File: src/card_config.svh
// card geometry and widths where the whole card must fit the counter range and the glyph box lies inside the border

`ifndef CARD_CONFIG_SVH
`define CARD_CONFIG_SVH

// ----------------------------------------------------------------------
// card placement
// ----------------------------------------------------------------------
`define CARD_XPOS 20    // left edge
`define CARD_YPOS 30    // top edge
`define CARD_W    56    // right edge at xpos + w, inclusive
`define CARD_H    80    // bottom edge at ypos + h, inclusive

// ----------------------------------------------------------------------
// rank glyph box
// ----------------------------------------------------------------------
`define GLYPH_DX  5     // offset from card corner
`define GLYPH_DY  5
`define GLYPH_W   8
`define GLYPH_H   9

// ----------------------------------------------------------------------
// widths and pipeline
// ----------------------------------------------------------------------
`define COORD_W   11    // pixel counters
`define RGB_W     12    // 4:4:4 colour

`define CLASSIFY_STAGES 2   // classifier depth seen by the delay line

`endif

File: src/card_glyphs.mem
// one 72-bit rank bitmap per line for ranks 1 to 13 (A, 2..10, J, Q, K)
// nine rows of 8 pixels, row 0 in the top byte, leftmost pixel as the byte msb
182442427E42424200
3C4202040810207E00
3C42021C0202423C00
040C1424447E040400
7E40407C0202423C00
3C40407C4242423C00
7E0204081010101000
3C42423C4242423C00
3C4242423E02023C00
4CD252525252524C00
1E0404040444443800
3C424242424A443A00
424448704844424200

File: src/card_pkg.sv
// shared types sized from card_config.svh and rank values 0, 14 and 15 mean no card

`include "card_config.svh"

package card_pkg;

    typedef logic [`COORD_W-1:0] coord_t;
    typedef logic [`RGB_W-1:0]   rgb_t;
    typedef logic [3:0]          card_value_t;   // rank 1..13

    typedef enum logic [1:0] {
        SUIT_SPADE   = 2'd0,
        SUIT_CLUB    = 2'd1,
        SUIT_HEART   = 2'd2,
        SUIT_DIAMOND = 2'd3
    } card_suit_t;

    // one rank bitmap with row 0 in the top bits and leftmost pixel as row msb
    typedef logic [`GLYPH_W*`GLYPH_H-1:0] glyph_t;

    // ----------------------------------------------------------------------
    // palette
    // ----------------------------------------------------------------------
    localparam rgb_t INK_BLACK    = 12'h000;
    localparam rgb_t INK_RED      = 12'hF00;
    localparam rgb_t FACE_WHITE   = 12'hFFF;
    localparam rgb_t BORDER_BLACK = 12'h000;

endpackage

File: src/vga_bus_if.sv
// plain level stream with no handshake and all seven signals sampled every clock

`timescale 1ns/1ps

interface vga_bus_if;

    card_pkg::coord_t hcount;
    card_pkg::coord_t vcount;
    logic             hsync;
    logic             vsync;
    logic             hblnk;
    logic             vblnk;
    card_pkg::rgb_t   rgb;

    modport source (
        output hcount,
        output vcount,
        output hsync,
        output vsync,
        output hblnk,
        output vblnk,
        output rgb
    );

    modport sink (
        input hcount,
        input vcount,
        input hsync,
        input vsync,
        input hblnk,
        input vblnk,
        input rgb
    );

endinterface

File: src/card_face_classifier.sv
// latency of two cycles and glyph bitmaps read from card_glyphs.mem for ranks 1 to 13 only

`timescale 1ns/1ps

`include "card_config.svh"

module card_face_classifier (
    input  logic                  clk,
    input  logic                  rst,
    vga_bus_if.sink               vga,
    input  card_pkg::card_value_t card_value,
    input  card_pkg::card_suit_t  card_suit,
    output logic                  overlay_hit,
    output card_pkg::rgb_t        overlay_rgb
);

    import card_pkg::*;

    localparam int RANKS      = 13;
    localparam int GLYPH_BITS = `GLYPH_W * `GLYPH_H;
    localparam int ROW_W      = $clog2(`GLYPH_H);
    localparam int COL_W      = $clog2(`GLYPH_W);
    localparam int IDX_W      = $clog2(GLYPH_BITS);

    glyph_t glyph_rom [1:RANKS];

    initial begin
        $readmemh("/design/src/card_glyphs.mem", glyph_rom);
    end

    // ----------------------------------------------------------------------
    // stage 1 geometry from the raw counts
    // ----------------------------------------------------------------------
    coord_t h_off, v_off;   // offsets from glyph corner, wrap when left/above
    logic   in_rect, on_edge, in_glyph;

    assign h_off = vga.hcount - coord_t'(`CARD_XPOS + `GLYPH_DX);
    assign v_off = vga.vcount - coord_t'(`CARD_YPOS + `GLYPH_DY);

    assign in_rect  = (vga.hcount >= `CARD_XPOS) && (vga.hcount <= `CARD_XPOS + `CARD_W) &&
                      (vga.vcount >= `CARD_YPOS) && (vga.vcount <= `CARD_YPOS + `CARD_H);
    assign on_edge  = in_rect &&
                      ((vga.hcount == `CARD_XPOS) || (vga.hcount == `CARD_XPOS + `CARD_W) ||
                       (vga.vcount == `CARD_YPOS) || (vga.vcount == `CARD_YPOS + `CARD_H));
    assign in_glyph = (h_off < `GLYPH_W) && (v_off < `GLYPH_H);

    logic             in_rect_q, on_edge_q, in_glyph_q, valid_q;
    logic [ROW_W-1:0] glyph_row_q;
    logic [COL_W-1:0] glyph_col_q;
    card_value_t      value_q;
    rgb_t             ink_q;

    always_ff @(posedge clk) begin
        if (rst) begin
            in_rect_q   <= 1'b0;
            on_edge_q   <= 1'b0;
            in_glyph_q  <= 1'b0;
            valid_q     <= 1'b0;
            glyph_row_q <= '0;
            glyph_col_q <= '0;
            value_q     <= '0;
            ink_q       <= '0;
        end else begin
            in_rect_q   <= in_rect;
            on_edge_q   <= on_edge;
            in_glyph_q  <= in_glyph;
            valid_q     <= !(card_value inside {4'd0, 4'd14, 4'd15});
            glyph_row_q <= v_off[ROW_W-1:0];
            glyph_col_q <= h_off[COL_W-1:0];
            value_q     <= card_value;
            ink_q       <= (card_suit inside {SUIT_HEART, SUIT_DIAMOND}) ? INK_RED : INK_BLACK;
        end
    end

    // ----------------------------------------------------------------------
    // stage 2 glyph lookup and colour pick
    // ----------------------------------------------------------------------
    glyph_t           glyph_bits;
    logic [IDX_W-1:0] bit_idx;
    logic             glyph_on;

    assign glyph_bits = valid_q ? glyph_rom[value_q] : '0;  // keep invalid ranks off the rom
    assign bit_idx    = IDX_W'(GLYPH_BITS - 1 - (int'(glyph_row_q) * `GLYPH_W + int'(glyph_col_q)));
    assign glyph_on   = in_glyph_q && glyph_bits[bit_idx];

    always_ff @(posedge clk) begin
        if (rst) begin
            overlay_hit <= 1'b0;
            overlay_rgb <= '0;
        end else begin
            overlay_hit <= in_rect_q && valid_q;
            if (on_edge_q)
                overlay_rgb <= BORDER_BLACK;
            else if (glyph_on)
                overlay_rgb <= ink_q;
            else
                overlay_rgb <= FACE_WHITE;
        end
    end

    // no card in stage 1 means no overlay one stage later
    a_no_hit_without_card: assert property (
        @(posedge clk) disable iff (rst)
        overlay_hit |-> !($past(value_q) inside {4'd0, 4'd14, 4'd15})
    ) else $error("overlay_hit set for an invalid card value");

endmodule

File: src/vga_delay_line.sv
// latency of `CLASSIFY_STAGES cycles which must be at least 1 and reset clears the whole stream

`timescale 1ns/1ps

`include "card_config.svh"

module vga_delay_line (
    input  logic      clk,
    input  logic      rst,
    vga_bus_if.sink   din,
    vga_bus_if.source dout
);

    import card_pkg::*;

    localparam int STAGES = `CLASSIFY_STAGES;

    coord_t hcount_q [STAGES];
    coord_t vcount_q [STAGES];
    logic   hsync_q  [STAGES];
    logic   vsync_q  [STAGES];
    logic   hblnk_q  [STAGES];
    logic   vblnk_q  [STAGES];
    rgb_t   rgb_q    [STAGES];

    always_ff @(posedge clk) begin
        if (rst) begin
            for (int i = 0; i < STAGES; i++) begin
                hcount_q[i] <= '0;
                vcount_q[i] <= '0;
                hsync_q[i]  <= 1'b0;
                vsync_q[i]  <= 1'b0;
                hblnk_q[i]  <= 1'b0;
                vblnk_q[i]  <= 1'b0;
                rgb_q[i]    <= '0;
            end
        end else begin
            hcount_q[0] <= din.hcount;
            vcount_q[0] <= din.vcount;
            hsync_q[0]  <= din.hsync;
            vsync_q[0]  <= din.vsync;
            hblnk_q[0]  <= din.hblnk;
            vblnk_q[0]  <= din.vblnk;
            rgb_q[0]    <= din.rgb;
            for (int i = 1; i < STAGES; i++) begin
                hcount_q[i] <= hcount_q[i-1];
                vcount_q[i] <= vcount_q[i-1];
                hsync_q[i]  <= hsync_q[i-1];
                vsync_q[i]  <= vsync_q[i-1];
                hblnk_q[i]  <= hblnk_q[i-1];
                vblnk_q[i]  <= vblnk_q[i-1];
                rgb_q[i]    <= rgb_q[i-1];
            end
        end
    end

    // oldest entry feeds the mixer
    assign dout.hcount = hcount_q[STAGES-1];
    assign dout.vcount = vcount_q[STAGES-1];
    assign dout.hsync  = hsync_q[STAGES-1];
    assign dout.vsync  = vsync_q[STAGES-1];
    assign dout.hblnk  = hblnk_q[STAGES-1];
    assign dout.vblnk  = vblnk_q[STAGES-1];
    assign dout.rgb    = rgb_q[STAGES-1];

endmodule

File: src/card_pixel_mixer.sv
// latency of one cycle and overlay_hit with overlay_rgb must line up with the incoming stream

`timescale 1ns/1ps

`include "card_config.svh"

module card_pixel_mixer (
    input  logic             clk,
    input  logic             rst,
    vga_bus_if.sink          vga,
    input  logic             overlay_hit,
    input  card_pkg::rgb_t   overlay_rgb,
    output card_pkg::coord_t hcount,
    output card_pkg::coord_t vcount,
    output logic             hsync,
    output logic             vsync,
    output logic             hblnk,
    output logic             vblnk,
    output card_pkg::rgb_t   rgb
);

    always_ff @(posedge clk) begin
        if (rst) begin
            hcount <= '0;
            vcount <= '0;
            hsync  <= 1'b0;
            vsync  <= 1'b0;
            hblnk  <= 1'b0;
            vblnk  <= 1'b0;
            rgb    <= '0;
        end else begin
            hcount <= vga.hcount;
            vcount <= vga.vcount;
            hsync  <= vga.hsync;
            vsync  <= vga.vsync;
            hblnk  <= vga.hblnk;
            vblnk  <= vga.vblnk;
            if (vga.hblnk || vga.vblnk)
                rgb <= '0;             // blanking wins over the card
            else if (overlay_hit)
                rgb <= overlay_rgb;
            else
                rgb <= vga.rgb;        // pass-through
        end
    end

    // a card hit must belong to the delayed pixel it is merged with
    a_hit_inside_card: assert property (
        @(posedge clk) disable iff (rst)
        overlay_hit |-> (vga.hcount >= `CARD_XPOS) && (vga.hcount <= `CARD_XPOS + `CARD_W) &&
                        (vga.vcount >= `CARD_YPOS) && (vga.vcount <= `CARD_YPOS + `CARD_H)
    ) else $error("overlay_hit set for a pixel outside the card");

endmodule

File: src/card_overlay_top.sv
// every output is the input from three clocks back and card_value with card_suit is sampled with the counts

`timescale 1ns/1ps

module card_overlay_top (
    input  logic                  clk,
    input  logic                  rst,
    input  card_pkg::coord_t      hcount_in,
    input  card_pkg::coord_t      vcount_in,
    input  logic                  hsync_in,
    input  logic                  vsync_in,
    input  logic                  hblnk_in,
    input  logic                  vblnk_in,
    input  card_pkg::rgb_t        rgb_in,
    input  card_pkg::card_value_t card_value,
    input  card_pkg::card_suit_t  card_suit,
    output card_pkg::coord_t      hcount_out,
    output card_pkg::coord_t      vcount_out,
    output logic                  hsync_out,
    output logic                  vsync_out,
    output logic                  hblnk_out,
    output logic                  vblnk_out,
    output card_pkg::rgb_t        rgb_out
);

    vga_bus_if vga_in_bus ();
    vga_bus_if vga_dly_bus ();

    logic           overlay_hit;
    card_pkg::rgb_t overlay_rgb;

    // ----------------------------------------------------------------------
    // input stream onto the bus
    // ----------------------------------------------------------------------
    assign vga_in_bus.hcount = hcount_in;
    assign vga_in_bus.vcount = vcount_in;
    assign vga_in_bus.hsync  = hsync_in;
    assign vga_in_bus.vsync  = vsync_in;
    assign vga_in_bus.hblnk  = hblnk_in;
    assign vga_in_bus.vblnk  = vblnk_in;
    assign vga_in_bus.rgb    = rgb_in;

    card_face_classifier u_classifier (
        .clk,
        .rst,
        .vga         (vga_in_bus.sink),
        .card_value,
        .card_suit,
        .overlay_hit,
        .overlay_rgb
    );

    vga_delay_line u_delay (
        .clk,
        .rst,
        .din  (vga_in_bus.sink),
        .dout (vga_dly_bus.source)
    );

    card_pixel_mixer u_mixer (
        .clk,
        .rst,
        .vga         (vga_dly_bus.sink),
        .overlay_hit,
        .overlay_rgb,
        .hcount      (hcount_out),
        .vcount      (vcount_out),
        .hsync       (hsync_out),
        .vsync       (vsync_out),
        .hblnk       (hblnk_out),
        .vblnk       (vblnk_out),
        .rgb         (rgb_out)
    );

endmodule

File: config.mk
export PLATFORM = sky130hd
export DESIGN_NAME = card_overlay_top
export DESIGN_NICKNAME = d
export VERILOG_FILES = /design/src/card_pkg.sv /design/src/vga_bus_if.sv /design/src/card_face_classifier.sv /design/src/vga_delay_line.sv /design/src/card_pixel_mixer.sv /design/src/card_overlay_top.sv
export VERILOG_INCLUDE_DIRS = /design/src
export SDC_FILE = /design/constraint.sdc
export NUM_CORES = 1
export LEC_CHECK = 0
export BUFFER_PORTS_ARGS = -buffer_cell sky130_fd_sc_hd__buf_2
export CORE_UTILIZATION = 58
export CTS_BUF_LIST = sky130_fd_sc_hd__clkbuf_8
export CTS_CLUSTER_SIZE = 12
export DETAILED_ROUTE_END_ITERATION = 7
export PLACE_DENSITY = 0.86
export REMOVE_ABC_BUFFERS = 1
export SYNTH_ARGS = -nofsm -noshare
export SYNTH_HDL_FRONTEND = slang
export SYNTH_SLANG_ARGS = --single-unit
File: constraint.sdc
create_clock -name clk -period 4.4 [get_ports clk]
set_clock_uncertainty 0.2 [all_clocks]
set_input_delay 0.44 -clock clk [delete_from_list [all_inputs] [get_ports clk]]
set_output_delay 0.44 -clock clk [all_outputs]
set_load 0.005 [all_outputs]
==> results.json, run 1 <==
{
  "floorplan.initialDensity_pct": 61.0,
  "detail-route-antenna-nets": 0,
  "synth-main-ff-cell": "sky130_fd_sc_hd__dfxtp_1",
  "post_route_cells_drive_above_1_share_pct": 29.7,
  "ys_ff_latch": 119,
  "synth_edf_count": 0,
  "routabilityCongestion": 0.744,
  "worst_slew_pin_slew_ns": 0.981,
  "clock_tree.root_cell": "sky130_fd_sc_hd__clkbuf_8",
  "cts.htree.levels": 4,
  "ctsLongestPathBuffers": 2,
  "placed_cells_incl_taps": 428,
  "fin_worst_hold_slack_ns": 0.0421,
  "route.detailed.wl_per_inst_microns": 11.1,
  "detail_route.wirelength_mm": 5.09,
  "floorplan.die_area_sq_um": 6200,
  "grt_pass1_wl_mm": 8.07,
  "synth_warnings": 0,
  "final_hold_viol_count": 0,
  "setup_viol": 0,
  "rsz_0062_raised_after_global_routing": "false",
  "cts_tree": "done",
  "number_of_standard_cells_in_the_final_layout_excluding_fillers": 459,
  "post_synth_main_area_contributors": "sky130_fd_sc_hd__dfxtp_1, sky130_fd_sc_hd__nor2b_1, sky130_fd_sc_hd__nand2b_1",
  "setup-tns-final_ns": 0,
  "floorplan.die.width_microns": 78.8,
  "via_per_inst": 4.71,
  "number_of_maximum_capacitance_constraint_violations": 0,
  "placed_area_sq_um": 3860,
  "fmax_mhz": 581,
  "num-nets-final": 421,
  "ir_drop_v": 0.000357,
  "worstSetupStartpointType": "input pin",
  "timing.final.crit_share_pct": 39.1,
  "syn_to_final_growth_pct": 27.6,
  "fp.coreArea_sq_um": 5610,
  "detailedRoute.firstPassIterationCount": 4,
  "post_cts_setup_buffers": 0,
  "wl_met3_microns": 265,
  "antenna_found_initial": 0,
  "cts-buffers-inserted": 17,
  "insertion_delay_ns": 0.41,
  "worst-setup-path-type": "in -> reg",
  "status": "finished clean",
  "detailroute.via_count": 2160,
  "clock_sink_count": 119,
  "cts.repair.resized": 0,
  "first_global_vias": 1947,
  "die_y_microns": 78.8,
  "met2_wirelength_mm": 2.62,
  "p_per_area_nw_per_um2": 551,
  "post-route-util_pct": 77.8,
  "hp-class": "in -> reg",
  "met1Wirelength_mm": 2.07,
  "grt_max_degree": 108,
  "total_leakage_power_nw": 1.93,
  "max-slew-margin-rel_pct": 34.6,
  "post-synth-top-area-fraction_pct": 69.7,
  "postCtsHoldBufs": 0,
  "synthesis.area_per_instance_sq_um": 11.8,
  "io_pins": 84,
  "placement.io_buffers": 81,
  "drv_slew": 0,
  "yosys.cell_count.top_type": "sky130_fd_sc_hd__dfxtp_1",
  "shortest_clock_period_the_worst_path_allows_after_layout_ns": 1.72,
  "drt_first_iter_violations": 99,
  "std_cell_rows": 27,
  "dp_hpwl_mm": 3.10,
  "routed.top_layer": "met4",
  "critPathArrivalTime_ns": 1.80,
  "synthCells": 289,
  "synth-async-reset-ratio_pct": 0,
  "synth_cell_type_count": 24,
  "globalRouteOverflowTotal": 0,
  "drcViolationCount": 0,
  "synthDominantAreaCellType": "sky130_fd_sc_hd__dfxtp_1",
  "grt_usage_pct": 18.1,
  "critical_path_peak_fanout": 3,
  "finalInstanceArea_sq_um": 4360,
  "critical_path_required_ns": 4.48,
  "ys_seq_area_share_pct": 69.7,
  "clkSlewWorstSetupHoldPaths_ns": 0.06,
  "synth_top_cells_by_count": "sky130_fd_sc_hd__dfxtp_1, sky130_fd_sc_hd__nor2b_1, sky130_fd_sc_hd__nand2b_1, sky130_fd_sc_hd__clkbuf_1, sky130_fd_sc_hd__a21oi_1",
  "syn-cell-area_sq_um": 3420,
  "antenna_cells_inserted": 0,
  "setup.worst_path.end_class": "flip-flop"
}
-- where the power goes --
part	switching, mW	internal, mW	total, mW	leakage [nW]
logic	0.0433	0.0467	0.0900	0.696
clock network	0.381	0.802	1.18	0.256
registers	0.00847	1.12	1.13	0.979
-- logic make-up (layout without fill, tap and decap cells) --
group | Yosys count | after routing | synth area share, %
AO/OA/AOI/OAI | 22 | 22 | 4.25
flip-flops | 119 | 119 | 69.7
AND/OR/NAND/NOR | 134 | 134 | 24.5
buffers and inverters | 14 | 112 | 1.54
-- sequential cells by signal, indices dropped and copies added, names as in the netlist, 2 cells and up --
signal            flops
u_delay.hblnk_q       2
u_delay.hcount_q     22
u_delay.hsync_q       2
u_delay.rgb_q        24
u_delay.vblnk_q       2
u_delay.vcount_q     22
u_delay.vsync_q       2
u_mixer.hcount       11
u_mixer.rgb          12
u_mixer.vcount       11
-- cell type report --
cell class              instances  area, sq um
fillers                       364         1250
clock inverters                 9          194
repair buffers                 81          408
well taps                      72         90.1
flip-flops and latches        119         2380
clock buffers                  22          303
multi-input cells             156          983
-- stage by stage --
stage / setup WS (ns) / total power [mW]
after floorplan: 2.44 / 1.19
after global placement: 2.29 / 1.24
after detailed placement: 2.27 / 1.24
after CTS: 2.72 / 2.43
after global routing: 2.63 / 2.49
final: 2.68 / 2.40
-- placed cells by master, fill, tap and decap left out, drive strengths merged, types with 2 or more instances in the layout --
master | netlist | routed
buf | 0 | 81
a21oi | 12 | 12
nor4 | 3 | 3
nand2b | 15 | 15
nor2b | 102 | 102
clkbuf | 14 | 22
nand2 | 4 | 4
o22ai | 2 | 2
dfxtp | 119 | 119
nor2 | 4 | 4
bufinv | 0 | 6
clkinv | 0 | 2
-- worst max-delay path, stage by stage --
cell and delay, ns:
sky130_fd_sc_hd__buf_2 0.10, sky130_fd_sc_hd__or4_4 0.55, sky130_fd_sc_hd__or4b_4 0.50, sky130_fd_sc_hd__o311ai_2 0.10, sky130_fd_sc_hd__nor2_1 0.10
-- metal layers --
metal | GRT usage, % | up-vias
met5 | 0 | -
met4 | 16.3 | 0
met1 | 17.1 | 981
met3 | 7.13 | 15
li1 | - | 1090
met2 | 30.1 | 74
-- final timing paths --
| path | from | endpoint | cells after the start | slack (ns) |
|---|---|---|---|---|
| worst min register to register | u_classifier.on_edge_q | u_classifier.overlay_rgb[10] | 1 | 0.18 |
| worst min-delay path | vsync_in | u_delay.vsync_q[0] | 2 | 0.04 |
| worst max-delay path | hcount_in[9] | u_classifier.in_rect_q | 5 | 2.68 |
| worst max register to register | u_classifier.overlay_hit | u_mixer.rgb[3] | 2 | 3.06 |
Power figures use the tool's default switching activity.
==> run 2, diff against run 1 <==
--- a/config.mk
+++ b/config.mk
@@ -6,12 +6,13 @@
 export SDC_FILE = /design/constraint.sdc
 export NUM_CORES = 1
 export LEC_CHECK = 0
+export ABC_AREA = 1
 export BUFFER_PORTS_ARGS = -buffer_cell sky130_fd_sc_hd__buf_2
-export CORE_UTILIZATION = 58
+export CORE_UTILIZATION = 55
 export CTS_BUF_LIST = sky130_fd_sc_hd__clkbuf_8
 export CTS_CLUSTER_SIZE = 12
 export DETAILED_ROUTE_END_ITERATION = 7
-export PLACE_DENSITY = 0.86
+export PLACE_DENSITY = 0.81
 export REMOVE_ABC_BUFFERS = 1
 export SYNTH_ARGS = -nofsm -noshare
 export SYNTH_HDL_FRONTEND = slang
==> constraint.sdc (replaced) <==
create_clock -name clk -period 1.8 [get_ports clk]
set_clock_uncertainty 0.2 [all_clocks]
set_input_delay 0.18 -clock clk [delete_from_list [all_inputs] [get_ports clk]]
set_output_delay 0.18 -clock clk [all_outputs]
set_load 0.005 [all_outputs]
==> run 2 against run 1 <==
- final cell count grew 40%
- die area is 11% higher
- clock-buffer cell count is the same
- synthesized area rose by 5.2%
- via count rose by 28%
- hold slack better by 0.14 ns
- sequential power grew 150%
- setup slack got worse by 2.6 ns
==> results.json, run 2 <==
{
  "status": "finished clean",
  "syn-cell-area_sq_um": 3590,
  "post_synth_main_area_contributors": "sky130_fd_sc_hd__dfxtp_1, sky130_fd_sc_hd__nor2_1, sky130_fd_sc_hd__inv_1",
  "fmax_mhz": 594,
  "route.detailed.wl_per_inst_microns": 10.6,
  "setup-tns-final_ns": 0,
  "worst_r2r_endpoint": "u_mixer.rgb[1]",
  "drcViolationCount": 0,
  "synth_warnings": 0,
  "via_per_inst": 4.29,
  "drt_first_iter_violations": 116,
  "max-slew-margin-rel_pct": 73.4,
  "drv_slew": 0,
  "setup.worst_path.end_class": "flip-flop",
  "hp-class": "reg -> reg",
  "synth_mux_area_share_pct": 0,
  "r2r_startpoint": "u_delay.vblnk_q[0][1]",
  "post-synth-top-area-fraction_pct": 66.3,
  "final_hold_viol_count": 0,
  "die_y_microns": 82.8,
  "detail_route.wirelength_mm": 6.83,
  "antenna_found_initial": 0,
  "ys_seq_area_share_pct": 66.3,
  "simple_gate_share_of_the_synthesized_area_pct": 19.0,
  "number_of_maximum_capacitance_constraint_violations": 0,
  "shortest_clock_period_the_worst_path_allows_after_layout_ns": 1.68,
  "first_global_vias": 2764,
  "min_delay_path_depth": 1,
  "worstSetupStartpointType": "input pin",
  "min_delay_worst_endpoint": "u_classifier.overlay_rgb[10]",
  "num-nets-final": 601,
  "clock_sink_count": 119,
  "syn_to_final_growth_pct": 39.6,
  "slowest_stage_delay_on_critical_path_ns": 0.60,
  "placed_cells_incl_taps": 567,
  "placement.io_buffers": 81,
  "clkSlewWorstSetupHoldPaths_ns": 0.06,
  "total_leakage_power_nw": 2.54,
  "placed_area_sq_um": 4060,
  "yosys.cell_count.top_type": "sky130_fd_sc_hd__dfxtp_1",
  "critPathTopFamily": "buffers and inverters",
  "worstPathCellList": "dlygate4sd3_1 -> buf_2 -> nor4_1 -> dlygate4sd3_1 -> nor3_1",
  "synth-async-reset-ratio_pct": 0,
  "synthXorXnorAreaFrac_pct": 0,
  "synth_edf_count": 0,
  "detail-route-antenna-nets": 0,
  "synthDominantAreaCellType": "sky130_fd_sc_hd__dfxtp_1",
  "post_route_cells_drive_above_1_share_pct": 21.7,
  "share_of_power_burned_in_registers_pct": 46.0,
  "commonest_cells_after_routing_fill_and_taps_aside": "sky130_fd_sc_hd__dfxtp_1, sky130_fd_sc_hd__nor2_1, sky130_fd_sc_hd__inv_1",
  "routabilityCongestion": 0.779,
  "floorplan.die_area_sq_um": 6860,
  "netSwitchingPower_mw": 1.15,
  "clock_tree.root_cell": "sky130_fd_sc_hd__clkbuf_8",
  "synth_top_cells_by_count": "sky130_fd_sc_hd__dfxtp_1, sky130_fd_sc_hd__nor2_1, sky130_fd_sc_hd__inv_1, sky130_fd_sc_hd__nand2_1, sky130_fd_sc_hd__a21oi_1",
  "detailroute.via_count": 2765,
  "power.clock.fraction_pct": 48.5,
  "synthCells": 422,
  "worst_slew_pin_slew_ns": 0.399,
  "grt_usage_pct": 21.9,
  "antenna_cells_inserted": 0,
  "cts-buffers-inserted": 17,
  "synth_cell_type_count": 17,
  "r2r.worst_path.cells": 3,
  "setup_viol": 0,
  "post_cts_setup_buffers": 0,
  "cts_tree": "done",
  "finalInstanceArea_sq_um": 5020,
  "regToRegSetupSlack_ns": 0.69,
  "power_report.internal_total_mw": 4.86,
  "critical_path_required_ns": 1.90,
  "critical_path_peak_fanout": 2,
  "io_pins": 84,
  "reg_top3": "u_delay.rgb_q (24), u_delay.hcount_q (22), u_delay.vcount_q (22)",
  "largest_reg_flops": 24,
  "dp_worst_setup_slack_ns": 0.539,
  "critical_path.slowest_cell": "sky130_fd_sc_hd__dlygate4sd3_1",
  "floorplan.initialDensity_pct": 56.9,
  "timing.critical_path.mode_cell": "sky130_fd_sc_hd__dlygate4sd3_1",
  "grt_max_degree": 61,
  "top_register": "u_delay.rgb_q",
  "floorplan.die.width_microns": 82.8,
  "synth-adder-area-share_pct": 0,
  "timing.final.crit_share_pct": 93.5,
  "synthesis.area_per_instance_sq_um": 8.52,
  "grt_pass1_wl_mm": 11.6,
  "number_of_standard_cells_in_the_final_layout_excluding_fillers": 644,
  "cts.htree.levels": 4,
  "worst-setup-path-type": "in -> reg",
  "power.share.combinational_pct": 5.5,
  "synth_compound_gate_area_share_pct": 1.67,
  "std_cell_rows": 29,
  "setup_ws_ns": 0.117,
  "p_per_area_nw_per_um2": 1200,
  "synth-main-ff-cell": "sky130_fd_sc_hd__dfxtp_1",
  "combinational_family_with_the_most_area_after_synthesis": "simple AND/OR/NAND/NOR gates",
  "rsz_0062_raised_after_global_routing": "false",
  "globalRouteOverflowTotal": 0,
  "cts.repair.resized": 0,
  "detailedRoute.firstPassIterationCount": 5,
  "ir_drop_v": 0.000726,
  "crit_buf_inv": 3,
  "sw_frac_of_total_pct": 19.1,
  "layout_commonest_cell": "sky130_fd_sc_hd__dfxtp_1",
  "ys_ff_latch": 119,
  "dp_hpwl_mm": 3.68,
  "insertion_delay_ns": 0.42,
  "fp.coreArea_sq_um": 6310,
  "ctsLongestPathBuffers": 2,
  "hold_path_startpoint": "u_classifier.on_edge_q",
  "critPathArrivalTime_ns": 1.78
}
[run 2: power by group through the flow]
stage	logic, mW	registers, mW	clock network (mW)
2_1_floorplan	0.107	2.82	0
5_1_grt	0.372	2.77	3.10
6_report	0.330	2.77	2.92
4_1_cts	0.323	2.76	2.97
3_3_place_gp	0.236	2.82	0
3_5_place_dp	0.245	2.82	0
[run 2: area by class of cell]
cell class / count / area [sq um]
timing repair buffer: 129 / 896
multi-input combinational: 181 / 744
clock inverter: 9 / 194
tap: 77 / 96.3
inverter: 107 / 402
sequential: 119 / 2380
clock buffer: 22 / 303
fill: 398 / 1300
[run 2: cells by family after synthesis]
kind of cell / Yosys count
and+or+nand+nor: 169
buffers and inverters: 122
DFF: 119
AOI/OAI and AO/OA: 12
[run 2: metrics by stage]
stage,power (mW),utilization (%),hold WS (ns)
final,6.01,79.5,0.177
after global routing,6.24,79.5,0.188
after CTS,6.05,79.5,0.177
after detailed placement,3.07,64.3,0.168
after global placement,3.05,64.3,0.172
after floorplan,2.93,-,0.0512
[run 2: worst max-delay path by stage]
stage / start / end / slack, ns / cells past startpoint
2_1_floorplan: hcount_in[9] / u_classifier.on_edge_q / 0.78 / 9
3_3_place_gp: hcount_in[9] / u_classifier.on_edge_q / 0.57 / 10
3_5_place_dp: hcount_in[9] / u_classifier.on_edge_q / 0.54 / 10
4_1_cts: card_value[1] / u_classifier.valid_q / 0.23 / 5
5_1_grt: card_value[0] / u_classifier.valid_q / 0.08 / 5
6_report: card_value[1] / u_classifier.valid_q / 0.12 / 5
[run 2: per-layer routing]
| metal | part of all wire (%) | GRT usage [%] | vias to the layer above | routed length, microns |
|---|---|---|---|---|
| met4 | 3.2 | 13.9 | 0 | 217 |
| li1 | - | - | 1454 | - |
| met1 | 39 | 21.2 | 1176 | 2680 |
| met5 | 0 | 0 | - | 0 |
| met3 | 5.9 | 8.35 | 24 | 403 |
| met2 | 52 | 38.9 | 111 | 3530 |
[run 2: timing repair]
item | in CTS | in global routing
hold buffers | 46 | 0
endpoints found under the hold margin | 54 | 0
setup endpoints to repair | 0 | 0
==> run 3, diff against run 2 <==
--- a/config.mk
+++ b/config.mk
@@ -8,6 +8,7 @@
 export LEC_CHECK = 0
 export ABC_AREA = 1
 export BUFFER_PORTS_ARGS = -buffer_cell sky130_fd_sc_hd__buf_2
+export CORE_ASPECT_RATIO = 1.1
 export CORE_UTILIZATION = 55
 export CTS_BUF_LIST = sky130_fd_sc_hd__clkbuf_8
 export CTS_CLUSTER_SIZE = 12
==> run 3 against run 2 <==
- cell area is 0.77% higher
- wire length is 0.38% higher
- combinational power is 4% higher
- setup slack better by 0.019 ns
- sequential power hardly changed
- critical path type unchanged
==> results.json, run 3 (synthesis gave the netlist of run 2 again) <==
{
  "syn_to_final_growth_pct": 40.7,
  "insertion_delay_ns": 0.41,
  "drcViolationCount": 0,
  "detailedRoute.firstPassIterationCount": 5,
  "critical_path_peak_fanout": 2,
  "clock_tree.root_cell": "sky130_fd_sc_hd__clkbuf_8",
  "top_register": "u_delay.rgb_q",
  "reg_top3": "u_delay.rgb_q (24), u_delay.hcount_q (22), u_delay.vcount_q (22)",
  "grt_usage_pct": 21.7,
  "ctsLongestPathBuffers": 2,
  "antenna_cells_inserted": 0,
  "worst-setup-path-type": "in -> reg",
  "floorplan.die_area_sq_um": 6860,
  "cts.repair.resized": 0,
  "grt_max_degree": 35,
  "num-nets-final": 611,
  "commonest_cells_after_routing_fill_and_taps_aside": "sky130_fd_sc_hd__dfxtp_1, sky130_fd_sc_hd__nor2_1, sky130_fd_sc_hd__inv_1",
  "fp.coreArea_sq_um": 6230,
  "setup_ws_ns": 0.136,
  "cts-buffers-inserted": 17,
  "critPathArrivalTime_ns": 1.75,
  "grt_pass1_wl_mm": 11.1,
  "detailroute.via_count": 2787,
  "fmax_mhz": 601,
  "antenna_found_initial": 0,
  "setup_viol": 0,
  "timing.final.crit_share_pct": 92.4,
  "number_of_maximum_capacitance_constraint_violations": 0,
  "p_per_area_nw_per_um2": 1150,
  "post_route_cells_drive_above_1_share_pct": 21.2,
  "drv_slew": 0,
  "detail_route.wirelength_mm": 6.85,
  "clock_sink_count": 119,
  "io_pins": 84,
  "die_y_microns": 86.8,
  "critical_path_required_ns": 1.89,
  "final_hold_viol_count": 0,
  "cts_tree": "done",
  "route.detailed.wl_per_inst_microns": 10.4,
  "setup.worst_path.end_class": "flip-flop",
  "placement.io_buffers": 81,
  "dp_hpwl_mm": 3.65,
  "clkSlewWorstSetupHoldPaths_ns": 0.06,
  "worstSetupStartpointType": "input pin",
  "dp_worst_setup_slack_ns": 0.483,
  "cts.htree.levels": 4,
  "routabilityCongestion": 0.754,
  "drt_first_iter_violations": 72,
  "number_of_standard_cells_in_the_final_layout_excluding_fillers": 656,
  "layout_commonest_cell": "sky130_fd_sc_hd__dfxtp_1",
  "setup-tns-final_ns": 0,
  "std_cell_rows": 30,
  "ir_drop_v": 0.000845,
  "globalRouteOverflowTotal": 0,
  "hp-class": "reg -> reg",
  "largest_reg_flops": 24,
  "rsz_0062_raised_after_global_routing": "false",
  "via_per_inst": 4.25,
  "placed_cells_incl_taps": 571,
  "shortest_clock_period_the_worst_path_allows_after_layout_ns": 1.66,
  "detail-route-antenna-nets": 0,
  "total_leakage_power_nw": 2.57,
  "max-slew-margin-rel_pct": 74.3,
  "status": "finished clean",
  "first_global_vias": 2714,
  "worst_slew_pin_slew_ns": 0.385,
  "floorplan.initialDensity_pct": 57.7,
  "floorplan.die.width_microns": 79.1
}
run 3: cell count changes in the layout (fill, tap and decap cells not counted):
cell / previous run / this run
sky130_fd_sc_hd__clkbuf_8: 22 / 17
sky130_fd_sc_hd__buf_4: 2 / 4
sky130_fd_sc_hd__buf_12: 1 / 0
sky130_fd_sc_hd__clkinv_2: 2 / 5
sky130_fd_sc_hd__inv_1: 106 / 107
sky130_fd_sc_hd__dlygate4sd3_1: 46 / 55
run 3: worst paths after layout:
check,start,endpoint,slack [ns],cells after the start
setup / recovery,card_value[1],u_classifier.valid_q,0.14,5
hold / removal,u_classifier.on_edge_q,u_classifier.overlay_rgb[10],0.19,1
setup reg to reg,u_delay.vblnk_q[0][1],u_mixer.rgb[9],0.66,3
hold reg to reg,u_classifier.on_edge_q,u_classifier.overlay_rgb[10],0.19,1
run 3: where the power goes:
group	switching, mW	internal (mW)	total, mW
Combinational	0.166	0.178	0.344
Clock	0.935	1.75	2.68
Sequential	0.0262	2.74	2.76
run 3: cell type report:
cell class / count / area [sq um]
clock buffers: 17 / 234
clock inverters: 13 / 213
fillers: 394 / 1170
inverters: 107 / 402
multi-input cells: 181 / 744
flip-flops and latches: 119 / 2380
well taps: 80 / 100
repair buffers: 139 / 981
run 3: routing by layer:
| layer | vias to the layer above | global-route usage (%) | routed length, microns |
|---|---|---|---|
| li1 | 1470 | - | - |
| met1 | 1222 | 20.4 | 2760 |
| met4 | 0 | 12.1 | 120 |
| met5 | - | 0 | 0 |
| met2 | 80 | 40.5 | 3630 |
| met3 | 15 | 7.79 | 339 |
run 3: metrics by stage:
stage               utilization (%)  cell area (sq um)  power (mW)  hold WS, ns
finish                         81.1               5060        5.79        0.187
global route                   81.1               5060        6.00        0.215
CTS                            81.1               5060        5.83        0.189
detailed placement             65.1               4060        3.06        0.181
global placement               65.1               4060        3.05        0.179
floorplan                         -               3530        2.93       0.0512
run 3: worst max-delay path, cell delays in order:
cell,delay [ns]
sky130_fd_sc_hd__dlygate4sd3_1,0.53
sky130_fd_sc_hd__buf_2,0.13
sky130_fd_sc_hd__nor4_1,0.27
sky130_fd_sc_hd__dlygate4sd3_1,0.59
sky130_fd_sc_hd__nor3_1,0.05
run 3: repair_timing:
| item | 4_1_cts | 5_1_grt |
|---|---|---|
| endpoints found under the hold margin | 56 | 0 |
| hold buffers | 55 | 0 |
| setup buffers | 0 | 0 |
